[config.mk]
export PLATFORM = sky130hd
export DESIGN_NAME = exe_top
export DESIGN_NICKNAME = d
export VERILOG_FILES = /design/src/exe_pkg.sv /design/src/bypass_if.sv /design/src/alu.sv /design/src/branch_unit.sv /design/src/mul_partial.sv /design/src/mul_sum.sv /design/src/forward_unit.sv /design/src/exe_pipe.sv /design/src/exe_top.sv
export VERILOG_INCLUDE_DIRS = /design/src
export SDC_FILE = /design/constraint.sdc
export NUM_CORES = 2
export LEC_CHECK = 0
export BUFFER_PORTS_ARGS = -buffer_cell sky130_fd_sc_hd__buf_4
export CORE_ASPECT_RATIO = 0.8
export CORE_MARGIN = 1.5
export CORE_UTILIZATION = 35
export DETAILED_ROUTE_END_ITERATION = 8
export GPL_ROUTABILITY_DRIVEN = 1
export GPL_TIMING_DRIVEN = 0
export PLACE_DENSITY = 0.54
export RECOVER_POWER = 100
export SYNTH_ARGS = -nofsm -noshare
export SYNTH_HDL_FRONTEND = slang
export SYNTH_SLANG_ARGS = --single-unit
[constraint.sdc]
create_clock -name clk -period 11.1 [get_ports clk]
set_input_delay 2.22 -clock clk [delete_from_list [all_inputs] [get_ports clk]]
set_output_delay 2.22 -clock clk [all_outputs]
set_load 0.03 [all_outputs]
[src/exe_params.svh]
`ifndef EXE_PARAMS_SVH
`define EXE_PARAMS_SVH

// datapath width
`define EXE_XLEN 32

// architectural register index
`define EXE_RA_W 5

// operation fields inside the micro-op
`define EXE_ALU_OP_W 4
`define EXE_BR_OP_W 4

`endif

[src/exe_pkg.sv]
`default_nettype none

`include "exe_params.svh"

package exe_pkg;

    typedef enum logic [1:0] {
        UNIT_ALU,
        UNIT_BR,
        UNIT_MUL
    } unit_e;

    typedef enum logic [`EXE_ALU_OP_W-1:0] {
        ALU_ADD, ALU_SUB, ALU_AND, ALU_OR, ALU_XOR, ALU_SLL,
        ALU_SRL, ALU_SRA, ALU_SLT, ALU_SLTU, ALU_LUI
    } alu_op_e;

    // encodings follow the decoder's cond field
    typedef enum logic [`EXE_BR_OP_W-1:0] {
        BR_JIRL = 3,
        BR_B    = 4,
        BR_BL   = 5,
        BR_BEQ  = 6,
        BR_BNE  = 7,
        BR_BLT  = 8,
        BR_BGE  = 9,
        BR_BLTU = 10,
        BR_BGEU = 11
    } br_op_e;

    typedef enum logic [1:0] {
        MUL_LO,
        MULH_S,
        MULH_U
    } mul_sel_e;

    typedef struct packed {
        unit_e    unit;
        alu_op_e  alu_op;
        br_op_e   br_op;
        mul_sel_e mul_sel;
        logic     src2_imm;
    } uop_t;

    // partial products of the operand halves, plus the signed correction
    typedef struct packed {
        logic [`EXE_XLEN-1:0] hh;
        logic [`EXE_XLEN-1:0] hl;
        logic [`EXE_XLEN-1:0] lh;
        logic [`EXE_XLEN-1:0] ll;
        logic [`EXE_XLEN-1:0] adjust;
    } mul_partial_t;

endpackage

`default_nettype wire

[src/bypass_if.sv]
`timescale 1ns/10ps
`default_nettype none

`include "exe_params.svh"

interface bypass_if import exe_pkg::*; ();

    logic                 mid0_en;
    logic [`EXE_RA_W-1:0] mid0_rd;
    logic [`EXE_XLEN-1:0] mid0_data;
    logic                 mid1_en;
    logic [`EXE_RA_W-1:0] mid1_rd;
    logic [`EXE_XLEN-1:0] mid1_data;
    logic                 out0_en;
    logic [`EXE_RA_W-1:0] out0_rd;
    logic [`EXE_XLEN-1:0] out0_data;
    logic                 out1_en;
    logic [`EXE_RA_W-1:0] out1_rd;
    logic [`EXE_XLEN-1:0] out1_data;
    // mid0 holds a multiply whose data is not ready yet
    logic                 mid_mul;

    modport src (
        output mid0_en, mid0_rd, mid0_data, mid1_en, mid1_rd, mid1_data,
        output out0_en, out0_rd, out0_data, out1_en, out1_rd, out1_data,
        output mid_mul
    );

    modport dst (
        input mid0_en, mid0_rd, mid0_data, mid1_en, mid1_rd, mid1_data,
        input out0_en, out0_rd, out0_data, out1_en, out1_rd, out1_data,
        input mid_mul
    );

endinterface

`default_nettype wire

[src/alu.sv]
`timescale 1ns/10ps
`default_nettype none

`include "exe_params.svh"

module alu import exe_pkg::*; (
    input  alu_op_e              op,
    input  logic                 src2_imm,
    input  logic [`EXE_XLEN-1:0] a,
    input  logic [`EXE_XLEN-1:0] b,
    input  logic [`EXE_XLEN-1:0] imm,
    output logic [`EXE_XLEN-1:0] result
);

    logic [`EXE_XLEN-1:0] opb;
    logic [4:0]           shamt;

    assign opb   = src2_imm ? imm : b;
    assign shamt = opb[4:0];

    always_comb begin
        case (op)
            ALU_ADD:  result = a + opb;
            ALU_SUB:  result = a - opb;
            ALU_AND:  result = a & opb;
            ALU_OR:   result = a | opb;
            ALU_XOR:  result = a ^ opb;
            ALU_SLL:  result = a << shamt;
            ALU_SRL:  result = a >> shamt;
            ALU_SRA:  result = $signed(a) >>> shamt;
            ALU_SLT:  result = {{(`EXE_XLEN-1){1'b0}}, $signed(a) < $signed(opb)};
            ALU_SLTU: result = {{(`EXE_XLEN-1){1'b0}}, a < opb};
            // immediate arrives already shifted into place
            ALU_LUI:  result = imm;
            default:  result = '0;
        endcase
    end

endmodule

`default_nettype wire

[src/branch_unit.sv]
`timescale 1ns/10ps
`default_nettype none

`include "exe_params.svh"

module branch_unit import exe_pkg::*; (
    input  logic                 en,
    input  br_op_e               op,
    input  logic [`EXE_XLEN-1:0] pc,
    input  logic [`EXE_XLEN-1:0] imm,
    input  logic [`EXE_XLEN-1:0] sr0,
    input  logic [`EXE_XLEN-1:0] sr1,
    output logic                 taken,
    output logic [`EXE_XLEN-1:0] target,
    output logic [`EXE_XLEN-1:0] link
);

    logic cond;

    always_comb begin
        case (op)
            BR_JIRL, BR_B, BR_BL: cond = 1'b1;
            BR_BEQ:  cond = sr0 == sr1;
            BR_BNE:  cond = sr0 != sr1;
            BR_BLT:  cond = $signed(sr0) < $signed(sr1);
            BR_BGE:  cond = $signed(sr0) >= $signed(sr1);
            BR_BLTU: cond = sr0 < sr1;
            BR_BGEU: cond = sr0 >= sr1;
            default: cond = 1'b0;
        endcase
    end

    // not-taken is the prediction, so any taken branch redirects
    assign taken = en && cond;

    // register-relative for jirl, pc-relative otherwise
    assign target = (op == BR_JIRL) ? sr0 + imm : pc + imm;

    // only bl and jirl write it back
    assign link = pc + `EXE_XLEN'd4;

endmodule

`default_nettype wire

[src/mul_partial.sv]
`timescale 1ns/10ps
`default_nettype none

`include "exe_params.svh"

module mul_partial import exe_pkg::*; (
    input  mul_sel_e             sel,
    input  logic [`EXE_XLEN-1:0] a,
    input  logic [`EXE_XLEN-1:0] b,
    output mul_partial_t         partial
);

    localparam int HALF = `EXE_XLEN / 2;

    logic [HALF-1:0]      a_hi;
    logic [HALF-1:0]      a_lo;
    logic [HALF-1:0]      b_hi;
    logic [HALF-1:0]      b_lo;
    logic [`EXE_XLEN-1:0] adj;

    assign a_hi = a[`EXE_XLEN-1:HALF];
    assign a_lo = a[HALF-1:0];
    assign b_hi = b[`EXE_XLEN-1:HALF];
    assign b_lo = b[HALF-1:0];

    always_comb begin
        // signed high word = unsigned high word - (a<0 ? b : 0) - (b<0 ? a : 0)
        adj = '0;
        if (sel == MULH_S) begin
            if (a[`EXE_XLEN-1]) adj = adj - b;
            if (b[`EXE_XLEN-1]) adj = adj - a;
        end
        partial.hh     = a_hi * b_hi;
        partial.hl     = a_hi * b_lo;
        partial.lh     = a_lo * b_hi;
        partial.ll     = a_lo * b_lo;
        partial.adjust = adj;
    end

endmodule

`default_nettype wire

[src/mul_sum.sv]
`timescale 1ns/10ps
`default_nettype none

`include "exe_params.svh"

module mul_sum import exe_pkg::*; (
    input  mul_sel_e             sel,
    input  mul_partial_t         partial,
    output logic [`EXE_XLEN-1:0] result
);

    localparam int HALF = `EXE_XLEN / 2;

    logic [2*`EXE_XLEN-1:0] full;

    always_comb begin
        full = {partial.hh, partial.ll}
             + ({{`EXE_XLEN{1'b0}}, partial.hl} << HALF)
             + ({{`EXE_XLEN{1'b0}}, partial.lh} << HALF)
             + {partial.adjust, {`EXE_XLEN{1'b0}}};
    end

    assign result = (sel == MUL_LO) ? full[`EXE_XLEN-1:0] : full[2*`EXE_XLEN-1:`EXE_XLEN];

endmodule

`default_nettype wire

[src/forward_unit.sv]
`timescale 1ns/10ps
`default_nettype none

`include "exe_params.svh"

module forward_unit import exe_pkg::*; (
    bypass_if.dst                bypass,
    input  logic                 eu0_en,
    input  logic [`EXE_RA_W-1:0] eu0_rj,
    input  logic [`EXE_RA_W-1:0] eu0_rk,
    input  logic                 eu1_en,
    input  logic [`EXE_RA_W-1:0] eu1_rj,
    input  logic [`EXE_RA_W-1:0] eu1_rk,
    input  logic [`EXE_XLEN-1:0] data00,
    input  logic [`EXE_XLEN-1:0] data01,
    input  logic [`EXE_XLEN-1:0] data10,
    input  logic [`EXE_XLEN-1:0] data11,
    output logic [`EXE_XLEN-1:0] eu0_sr0,
    output logic [`EXE_XLEN-1:0] eu0_sr1,
    output logic [`EXE_XLEN-1:0] eu1_sr0,
    output logic [`EXE_XLEN-1:0] eu1_sr1,
    output logic                 stall
);

    // youngest match wins, r0 always reads the register file
    function automatic logic [`EXE_XLEN-1:0] pick(input logic [`EXE_RA_W-1:0] rs,
                                                 input logic [`EXE_XLEN-1:0] rf);
        if (rs == '0)
            return rf;
        else if (bypass.mid1_en && bypass.mid1_rd == rs)
            return bypass.mid1_data;
        else if (bypass.mid0_en && bypass.mid0_rd == rs)
            return bypass.mid0_data;
        else if (bypass.out1_en && bypass.out1_rd == rs)
            return bypass.out1_data;
        else if (bypass.out0_en && bypass.out0_rd == rs)
            return bypass.out0_data;
        return rf;
    endfunction

    function automatic logic mid0_hit(input logic [`EXE_RA_W-1:0] rs);
        return rs != '0 && bypass.mid0_en && bypass.mid0_rd == rs;
    endfunction

    assign eu0_sr0 = pick(eu0_rj, data00);
    assign eu0_sr1 = pick(eu0_rk, data01);
    assign eu1_sr0 = pick(eu1_rj, data10);
    assign eu1_sr1 = pick(eu1_rk, data11);

    // product only exists after the out register
    assign stall = bypass.mid_mul &&
                   ((eu0_en && (mid0_hit(eu0_rj) || mid0_hit(eu0_rk))) ||
                    (eu1_en && (mid0_hit(eu1_rj) || mid0_hit(eu1_rk))));

endmodule

`default_nettype wire

[src/exe_pipe.sv]
`timescale 1ns/10ps
`default_nettype none

`include "exe_params.svh"

module exe_pipe import exe_pkg::*; (
    input  logic                 clk,
    input  logic                 rst_n,
    input  logic                 stall,
    // lane 0
    input  logic                 eu0_en,
    input  unit_e                eu0_unit,
    input  logic [`EXE_RA_W-1:0] eu0_rd,
    input  logic [`EXE_XLEN-1:0] eu0_alu_result,
    input  logic                 br_taken,
    input  logic [`EXE_XLEN-1:0] br_target,
    input  logic [`EXE_XLEN-1:0] br_link,
    input  mul_partial_t         partial,
    input  mul_sel_e             mul_sel,
    // lane 1
    input  logic                 eu1_en,
    input  logic [`EXE_RA_W-1:0] eu1_rd,
    input  logic [`EXE_XLEN-1:0] eu1_alu_result,
    input  logic [`EXE_XLEN-1:0] mul_result,
    bypass_if.src                bypass,
    output mul_partial_t         mul_partial_q,
    output mul_sel_e             mul_sel_q,
    output logic                 en_out0,
    output logic [`EXE_RA_W-1:0] addr_out0,
    output logic [`EXE_XLEN-1:0] data_out0,
    output logic                 en_out1,
    output logic [`EXE_RA_W-1:0] addr_out1,
    output logic [`EXE_XLEN-1:0] data_out1,
    output logic                 flush,
    output logic [`EXE_XLEN-1:0] correct_pc
);

    logic                 mid0_en;
    logic [`EXE_RA_W-1:0] mid0_rd;
    logic [`EXE_XLEN-1:0] mid0_data;
    logic                 mid_mul;
    logic                 mid1_en;
    logic [`EXE_RA_W-1:0] mid1_rd;
    logic [`EXE_XLEN-1:0] mid1_data;
    logic                 is_br;
    logic                 redirect;

    assign is_br = eu0_unit == UNIT_BR;

    // a branch held by stall or squashed by flush must not redirect
    assign redirect = eu0_en && is_br && br_taken && !stall && !flush;

    // issue -> mid
    always_ff @(posedge clk) begin
        if (!rst_n || stall || flush) begin
            mid0_en <= 1'b0;
            mid_mul <= 1'b0;
            mid1_en <= 1'b0;
        end else begin
            // conditional branches carry rd 0 and write nothing
            mid0_en <= eu0_en && !(is_br && eu0_rd == '0);
            mid_mul <= eu0_en && eu0_unit == UNIT_MUL;
            mid1_en <= eu1_en;
        end
    end

    always_ff @(posedge clk) begin
        mid0_rd       <= eu0_rd;
        mid0_data     <= is_br ? br_link : eu0_alu_result;
        mul_partial_q <= partial;
        mul_sel_q     <= mul_sel;
        mid1_rd       <= eu1_rd;
        mid1_data     <= eu1_alu_result;
    end

    // one-cycle redirect
    always_ff @(posedge clk) begin
        if (!rst_n)
            flush <= 1'b0;
        else
            flush <= redirect;
    end

    always_ff @(posedge clk) begin
        if (redirect)
            correct_pc <= br_target;
    end

    // mid -> out, never held
    always_ff @(posedge clk) begin
        if (!rst_n) begin
            en_out0 <= 1'b0;
            en_out1 <= 1'b0;
        end else begin
            en_out0 <= mid0_en;
            en_out1 <= mid1_en;
        end
    end

    always_ff @(posedge clk) begin
        addr_out0 <= mid0_rd;
        data_out0 <= mid_mul ? mul_result : mid0_data;
        addr_out1 <= mid1_rd;
        data_out1 <= mid1_data;
    end

    assign bypass.mid0_en   = mid0_en;
    assign bypass.mid0_rd   = mid0_rd;
    assign bypass.mid0_data = mid0_data;
    assign bypass.mid1_en   = mid1_en;
    assign bypass.mid1_rd   = mid1_rd;
    assign bypass.mid1_data = mid1_data;
    assign bypass.out0_en   = en_out0;
    assign bypass.out0_rd   = addr_out0;
    assign bypass.out0_data = data_out0;
    assign bypass.out1_en   = en_out1;
    assign bypass.out1_rd   = addr_out1;
    assign bypass.out1_data = data_out1;
    assign bypass.mid_mul   = mid_mul;

endmodule

`default_nettype wire

[src/exe_top.sv]
`timescale 1ns/10ps
`default_nettype none

`include "exe_params.svh"

module exe_top import exe_pkg::*; (
    input  logic                 clk,
    input  logic                 rst_n,
    input  logic                 eu0_en,
    input  uop_t                 eu0_uop,
    input  logic [`EXE_RA_W-1:0] eu0_rd,
    input  logic [`EXE_RA_W-1:0] eu0_rj,
    input  logic [`EXE_RA_W-1:0] eu0_rk,
    input  logic [`EXE_XLEN-1:0] eu0_imm,
    input  logic [`EXE_XLEN-1:0] eu0_pc,
    input  logic [`EXE_XLEN-1:0] data00,
    input  logic [`EXE_XLEN-1:0] data01,
    input  logic                 eu1_en,
    input  uop_t                 eu1_uop,
    input  logic [`EXE_RA_W-1:0] eu1_rd,
    input  logic [`EXE_RA_W-1:0] eu1_rj,
    input  logic [`EXE_RA_W-1:0] eu1_rk,
    input  logic [`EXE_XLEN-1:0] eu1_imm,
    input  logic [`EXE_XLEN-1:0] data10,
    input  logic [`EXE_XLEN-1:0] data11,
    output logic                 en_out0,
    output logic [`EXE_RA_W-1:0] addr_out0,
    output logic [`EXE_XLEN-1:0] data_out0,
    output logic                 en_out1,
    output logic [`EXE_RA_W-1:0] addr_out1,
    output logic [`EXE_XLEN-1:0] data_out1,
    output logic                 stall,
    output logic                 flush,
    output logic [`EXE_XLEN-1:0] correct_pc
);

    logic [`EXE_XLEN-1:0] eu0_sr0;
    logic [`EXE_XLEN-1:0] eu0_sr1;
    logic [`EXE_XLEN-1:0] eu1_sr0;
    logic [`EXE_XLEN-1:0] eu1_sr1;
    logic [`EXE_XLEN-1:0] eu0_alu_result;
    logic [`EXE_XLEN-1:0] eu1_alu_result;
    logic                 br_taken;
    logic [`EXE_XLEN-1:0] br_target;
    logic [`EXE_XLEN-1:0] br_link;
    mul_partial_t         partial;
    mul_partial_t         partial_q;
    mul_sel_e             sel_q;
    logic [`EXE_XLEN-1:0] mul_result;

    bypass_if bypass ();

    forward_unit u_forward (
        .bypass  (bypass),
        .eu0_en  (eu0_en),
        .eu0_rj  (eu0_rj),
        .eu0_rk  (eu0_rk),
        .eu1_en  (eu1_en),
        .eu1_rj  (eu1_rj),
        .eu1_rk  (eu1_rk),
        .data00  (data00),
        .data01  (data01),
        .data10  (data10),
        .data11  (data11),
        .eu0_sr0 (eu0_sr0),
        .eu0_sr1 (eu0_sr1),
        .eu1_sr0 (eu1_sr0),
        .eu1_sr1 (eu1_sr1),
        .stall   (stall)
    );

    alu u_alu0 (
        .op       (eu0_uop.alu_op),
        .src2_imm (eu0_uop.src2_imm),
        .a        (eu0_sr0),
        .b        (eu0_sr1),
        .imm      (eu0_imm),
        .result   (eu0_alu_result)
    );

    alu u_alu1 (
        .op       (eu1_uop.alu_op),
        .src2_imm (eu1_uop.src2_imm),
        .a        (eu1_sr0),
        .b        (eu1_sr1),
        .imm      (eu1_imm),
        .result   (eu1_alu_result)
    );

    branch_unit u_branch (
        .en     (eu0_en),
        .op     (eu0_uop.br_op),
        .pc     (eu0_pc),
        .imm    (eu0_imm),
        .sr0    (eu0_sr0),
        .sr1    (eu0_sr1),
        .taken  (br_taken),
        .target (br_target),
        .link   (br_link)
    );

    mul_partial u_mul_partial (
        .sel     (eu0_uop.mul_sel),
        .a       (eu0_sr0),
        .b       (eu0_sr1),
        .partial (partial)
    );

    mul_sum u_mul_sum (
        .sel     (sel_q),
        .partial (partial_q),
        .result  (mul_result)
    );

    exe_pipe u_pipe (
        .clk            (clk),
        .rst_n          (rst_n),
        .stall          (stall),
        .eu0_en         (eu0_en),
        .eu0_unit       (eu0_uop.unit),
        .eu0_rd         (eu0_rd),
        .eu0_alu_result (eu0_alu_result),
        .br_taken       (br_taken),
        .br_target      (br_target),
        .br_link        (br_link),
        .partial        (partial),
        .mul_sel        (eu0_uop.mul_sel),
        .eu1_en         (eu1_en),
        .eu1_rd         (eu1_rd),
        .eu1_alu_result (eu1_alu_result),
        .mul_result     (mul_result),
        .bypass         (bypass),
        .mul_partial_q  (partial_q),
        .mul_sel_q      (sel_q),
        .en_out0        (en_out0),
        .addr_out0      (addr_out0),
        .data_out0      (data_out0),
        .en_out1        (en_out1),
        .addr_out1      (addr_out1),
        .data_out1      (data_out1),
        .flush          (flush),
        .correct_pc     (correct_pc)
    );

endmodule

`default_nettype wire

==> flow_metrics.tcl <==
set metrics [dict create \
    critPathRequiredTime_ps 11500 \
    cts-root-buf "clkbuf_16" \
    routed_wl_um 527100 \
    relSlewSlack_pct -13.28 \
    synth_edf_count 32 \
    rows 150 \
    layout-drive-gt1-share_pct 10.53 \
    syn_area_per_cell_um2 7.692 \
    p_leak_nw 39.62 \
    slew_violations 55 \
    antenna_found_initial 76 \
    min_path_cells 0 \
    finalSetupTns_ps -809.5 \
    wire_per_inst_um 40.32 \
    yosysSeqAreaShare_pct 9.847 \
    rr_startpoint "u_pipe.addr_out1[4]" \
    synth.top_cells.by_area "fa_1, ha_1, dfxtp_1" \
    worst_pin_slew_ps 1688 \
    min_period_ps 11320 \
    finalNonFillerCells 13070 \
    min_to "u_pipe.addr_out0[4]" \
    clock_skew_ps 74.52 \
    path_clk_slew_ps 70 \
    status "finished, violations left" \
    hold_violations 0 \
    grt_max_degree 33 \
    switching_share_pct 61.03 \
    fmax_mhz 88.38 \
    reg2regPathDepth 30 \
    vdd_ir_drop_max_mv 0.7813 \
    drtIter0Drc 13280 \
    yosys.area.top_type_share_pct 22.48 \
    combPwrFrac_pct 86.0 \
    finalSetupViolCount 6 \
    hpwl_um 432100 \
    synth_largest_area_cell "fa_1" \
    synthArstFlopShare_pct 0 \
    die_w_um 517.1 \
    hold_path_class "flip-flop to flip-flop" \
    rsz0062_at_grt "true" \
    place_congestion 1.201 \
    drc 16 \
    ant_nets 0 \
    ff2ff_setup_slack_ps 760 \
    cts_tree "done" \
    core-area_mm2 0.2095 \
    final.period_utilization_pct 101.9 \
    vias 83880 \
    arrival_ps 11710 \
    violations "design-rule violations, max-capacitance violations, max-slew violations, negative setup slack" \
    yosys_most_used_dff "dfxtp_1" \
    cts_max_level 2 \
    synth.most_common_cell "nand2_1" \
    crit_type "primary input to flip-flop" \
    start_kind "primary input" \
    power_density_mw_per_mm2 373.7 \
    p_sw_mw 19.46 \
    grt_first_pass_wirelength_um 692200 \
    final_util_pct 40.73 \
    path_max_fanout 10 \
    grtUsageTotal_pct 47.84 \
    postSynthCellCount 9620 \
    place_area_mm2 0.08132 \
    port-buffer-count 360 \
    ys_ff_latch 348 \
    place_ws_ps -3483 \
    drt_pass1_iterations 9 \
    setup_ws_ps -215.0 \
    final_cell_area_mm2 0.08530 \
    grt.busiest_layer "met1" \
    worst_skew_pair.late_latency_ps 740 \
    seq_power_share_pct 8.4 \
    whs_ps 350.6 \
    cts_inserted_buffers 48 \
    fin_nets 12100 \
    hold_start "u_pipe.bypass.mid0_rd[4]" \
    syn_to_final_growth_pct 15.28 \
    gr-usage-met1_pct 64.55 \
    overflow 0 \
    yosys-top-cells-count "nand2_1, inv_1, nor2_1" \
    total_power_mw 31.88 \
    clockPowerShare_pct 5.6 \
    r2r_end "u_pipe.mul_partial_q[62]" \
    via_per_inst 6.416 \
    synth_cell_types 103 \
    start_util_pct 35.33 \
    first_global_vias 77880 \
    grt_use_met3_pct 29.55 \
    end_kind "flip-flop" \
    grt_util_met2_pct 57.31 \
    internal-power_mw 12.42 \
    postCtsHoldBufs 0 \
    clockBufferDepth 3 \
    num_io_pins 394 \
    drv_cap 9 \
    clock-sinks 348 \
    dieArea_mm2 0.2142 \
    syn_area_mm2 0.07400 \
    dieHeight_um 414.3 \
    syn-num-nets 11560 \
    yosys_warnings 0 \
    placedCellCount 12850 \
]
-- layer usage --
layer,part of all wire [%],wire (um),up-vias
li1,-,-,33540
met1,41,215400,41970
met2,35,183600,7041
met3,18,96440,1279
met4,5.8,30480,51
met5,0.21,1115,-
-- state kept, by name (all words and copies together) (netlist names) --
signal and count:
u_pipe.addr_out0 5, u_pipe.addr_out1 5, u_pipe.bypass.mid0_data 32, u_pipe.bypass.mid0_en 1, u_pipe.bypass.mid0_rd 5, u_pipe.bypass.mid1_data 32
u_pipe.bypass.mid1_en 1, u_pipe.bypass.mid1_rd 5, u_pipe.bypass.mid_mul 1, u_pipe.bypass.out0_data 32, u_pipe.bypass.out0_en 1, u_pipe.bypass.out1_data 32
u_pipe.bypass.out1_en 1, u_pipe.correct_pc 32, u_pipe.flush 1, u_pipe.mul_partial_q 160, u_pipe.mul_sel_q 2
-- cells by family after synthesis --
logic type,Yosys count,synth area share (%)
simple gates,3070,17.75
compound gates,2120,18.43
buf+inv,1777,9.235
fa+ha+maj,1659,36.48
xor+xnor,350,4.153
flops,348,9.847
mux,296,4.105
-- repair_timing --
action / CTS / global route
buffers inserted: 47 / 39
pin swaps: 15 / 28
endpoints found under the setup margin: 91 / 41
gates resized for setup: 336 / 385
-- how the worst max path moves through the flow --
stage          startpoint                          end  slack, ps  cells past startpoint
5_1_grt         eu0_rk[4]     u_pipe.mul_partial_q[63]       -160                     35
2_1_floorplan   eu0_rk[3]     u_pipe.mul_partial_q[95]        320                     35
4_1_cts         eu0_rj[4]     u_pipe.mul_partial_q[63]       -240                     35
6_report        eu1_rj[1]  u_pipe.bypass.mid1_data[26]       -220                     23
3_5_place_dp    eu0_rj[0]     u_pipe.mul_partial_q[63]      -3480                     35
3_3_place_gp    eu0_rj[3]    u_pipe.mul_partial_q[126]      -4980                     34
-- power by group through the flow --
| stage | combinational (mW) | sequential (mW) | clock, mW |
|---|---|---|---|
| global placement | 25.1 | 2.60 | 0 |
| detailed placement | 25.4 | 2.60 | 0 |
| floorplan | 16.0 | 2.23 | 0 |
| CTS | 25.9 | 2.58 | 1.78 |
| finish | 27.4 | 2.67 | 1.78 |
| global route | 29.0 | 2.62 | 1.83 |
-- final cells by class --
cell class	count	area (um2)
Fill cell	21940	124100
Multi-Input combinational cell	7495	60770
Sequential cell	348	7287
Inverter	1185	4616
Timing Repair Buffer	509	4075
Tap cell	2812	3518
Buffer	574	3192
Clock buffer	58	1309
Clock inverter	30	380.4
Antenna cell	63	157.7
-- placed cells by master (no fill, tap or decap), types with 42 or more instances in the layout --
cell type,Yosys,final
clkbuf_4,0,59
xor2_1,121,121
buf_2,84,81
clkbuf_1,430,366
o22ai_1,63,63
nand2_1,1233,1230
fa_1,831,831
and3_1,52,50
a21o_1,89,89
a22oi_1,49,48
o21ai_1,66,42
a211oi_1,59,56
nor3_1,210,206
a21oi_1,574,555
nor2b_1,43,43
o21ai_0,506,478
o21bai_1,56,56
mux2_2,60,60
nand2b_1,65,65
a221oi_1,50,50
nor2_1,1048,1041
clkbuf_2,0,64
mux2i_1,236,236
xnor2_1,228,223
ha_1,828,827
o211ai_1,79,79
nand3_1,197,195
a31oi_1,62,60
buf_4,7,382
dfxtp_1,316,316
a311oi_1,128,124
clkbuf_16,0,49
inv_1,1156,1136
diode_2,0,63
-- worst max-delay path: stages --
cell and delay (ps):
clkbuf_1 490, xor2_1 220, nor4_1 400, and3_1 870, buf_2 400, buf_1 460
buf_1 520, a21oi_1 260, o21ai_2 910, ha_1 370, clkbuf_1 260, a211oi_1 470
o21ai_0 290, a221o_1 470, a21oi_1 330, a211oi_1 250, a21o_1 230, a21oi_1 340
o31ai_1 190, a31oi_1 410, o2bb2ai_1 100, o21ai_1 580, o311ai_0 610
Note: power is estimated with default switching activity, not from simulation.
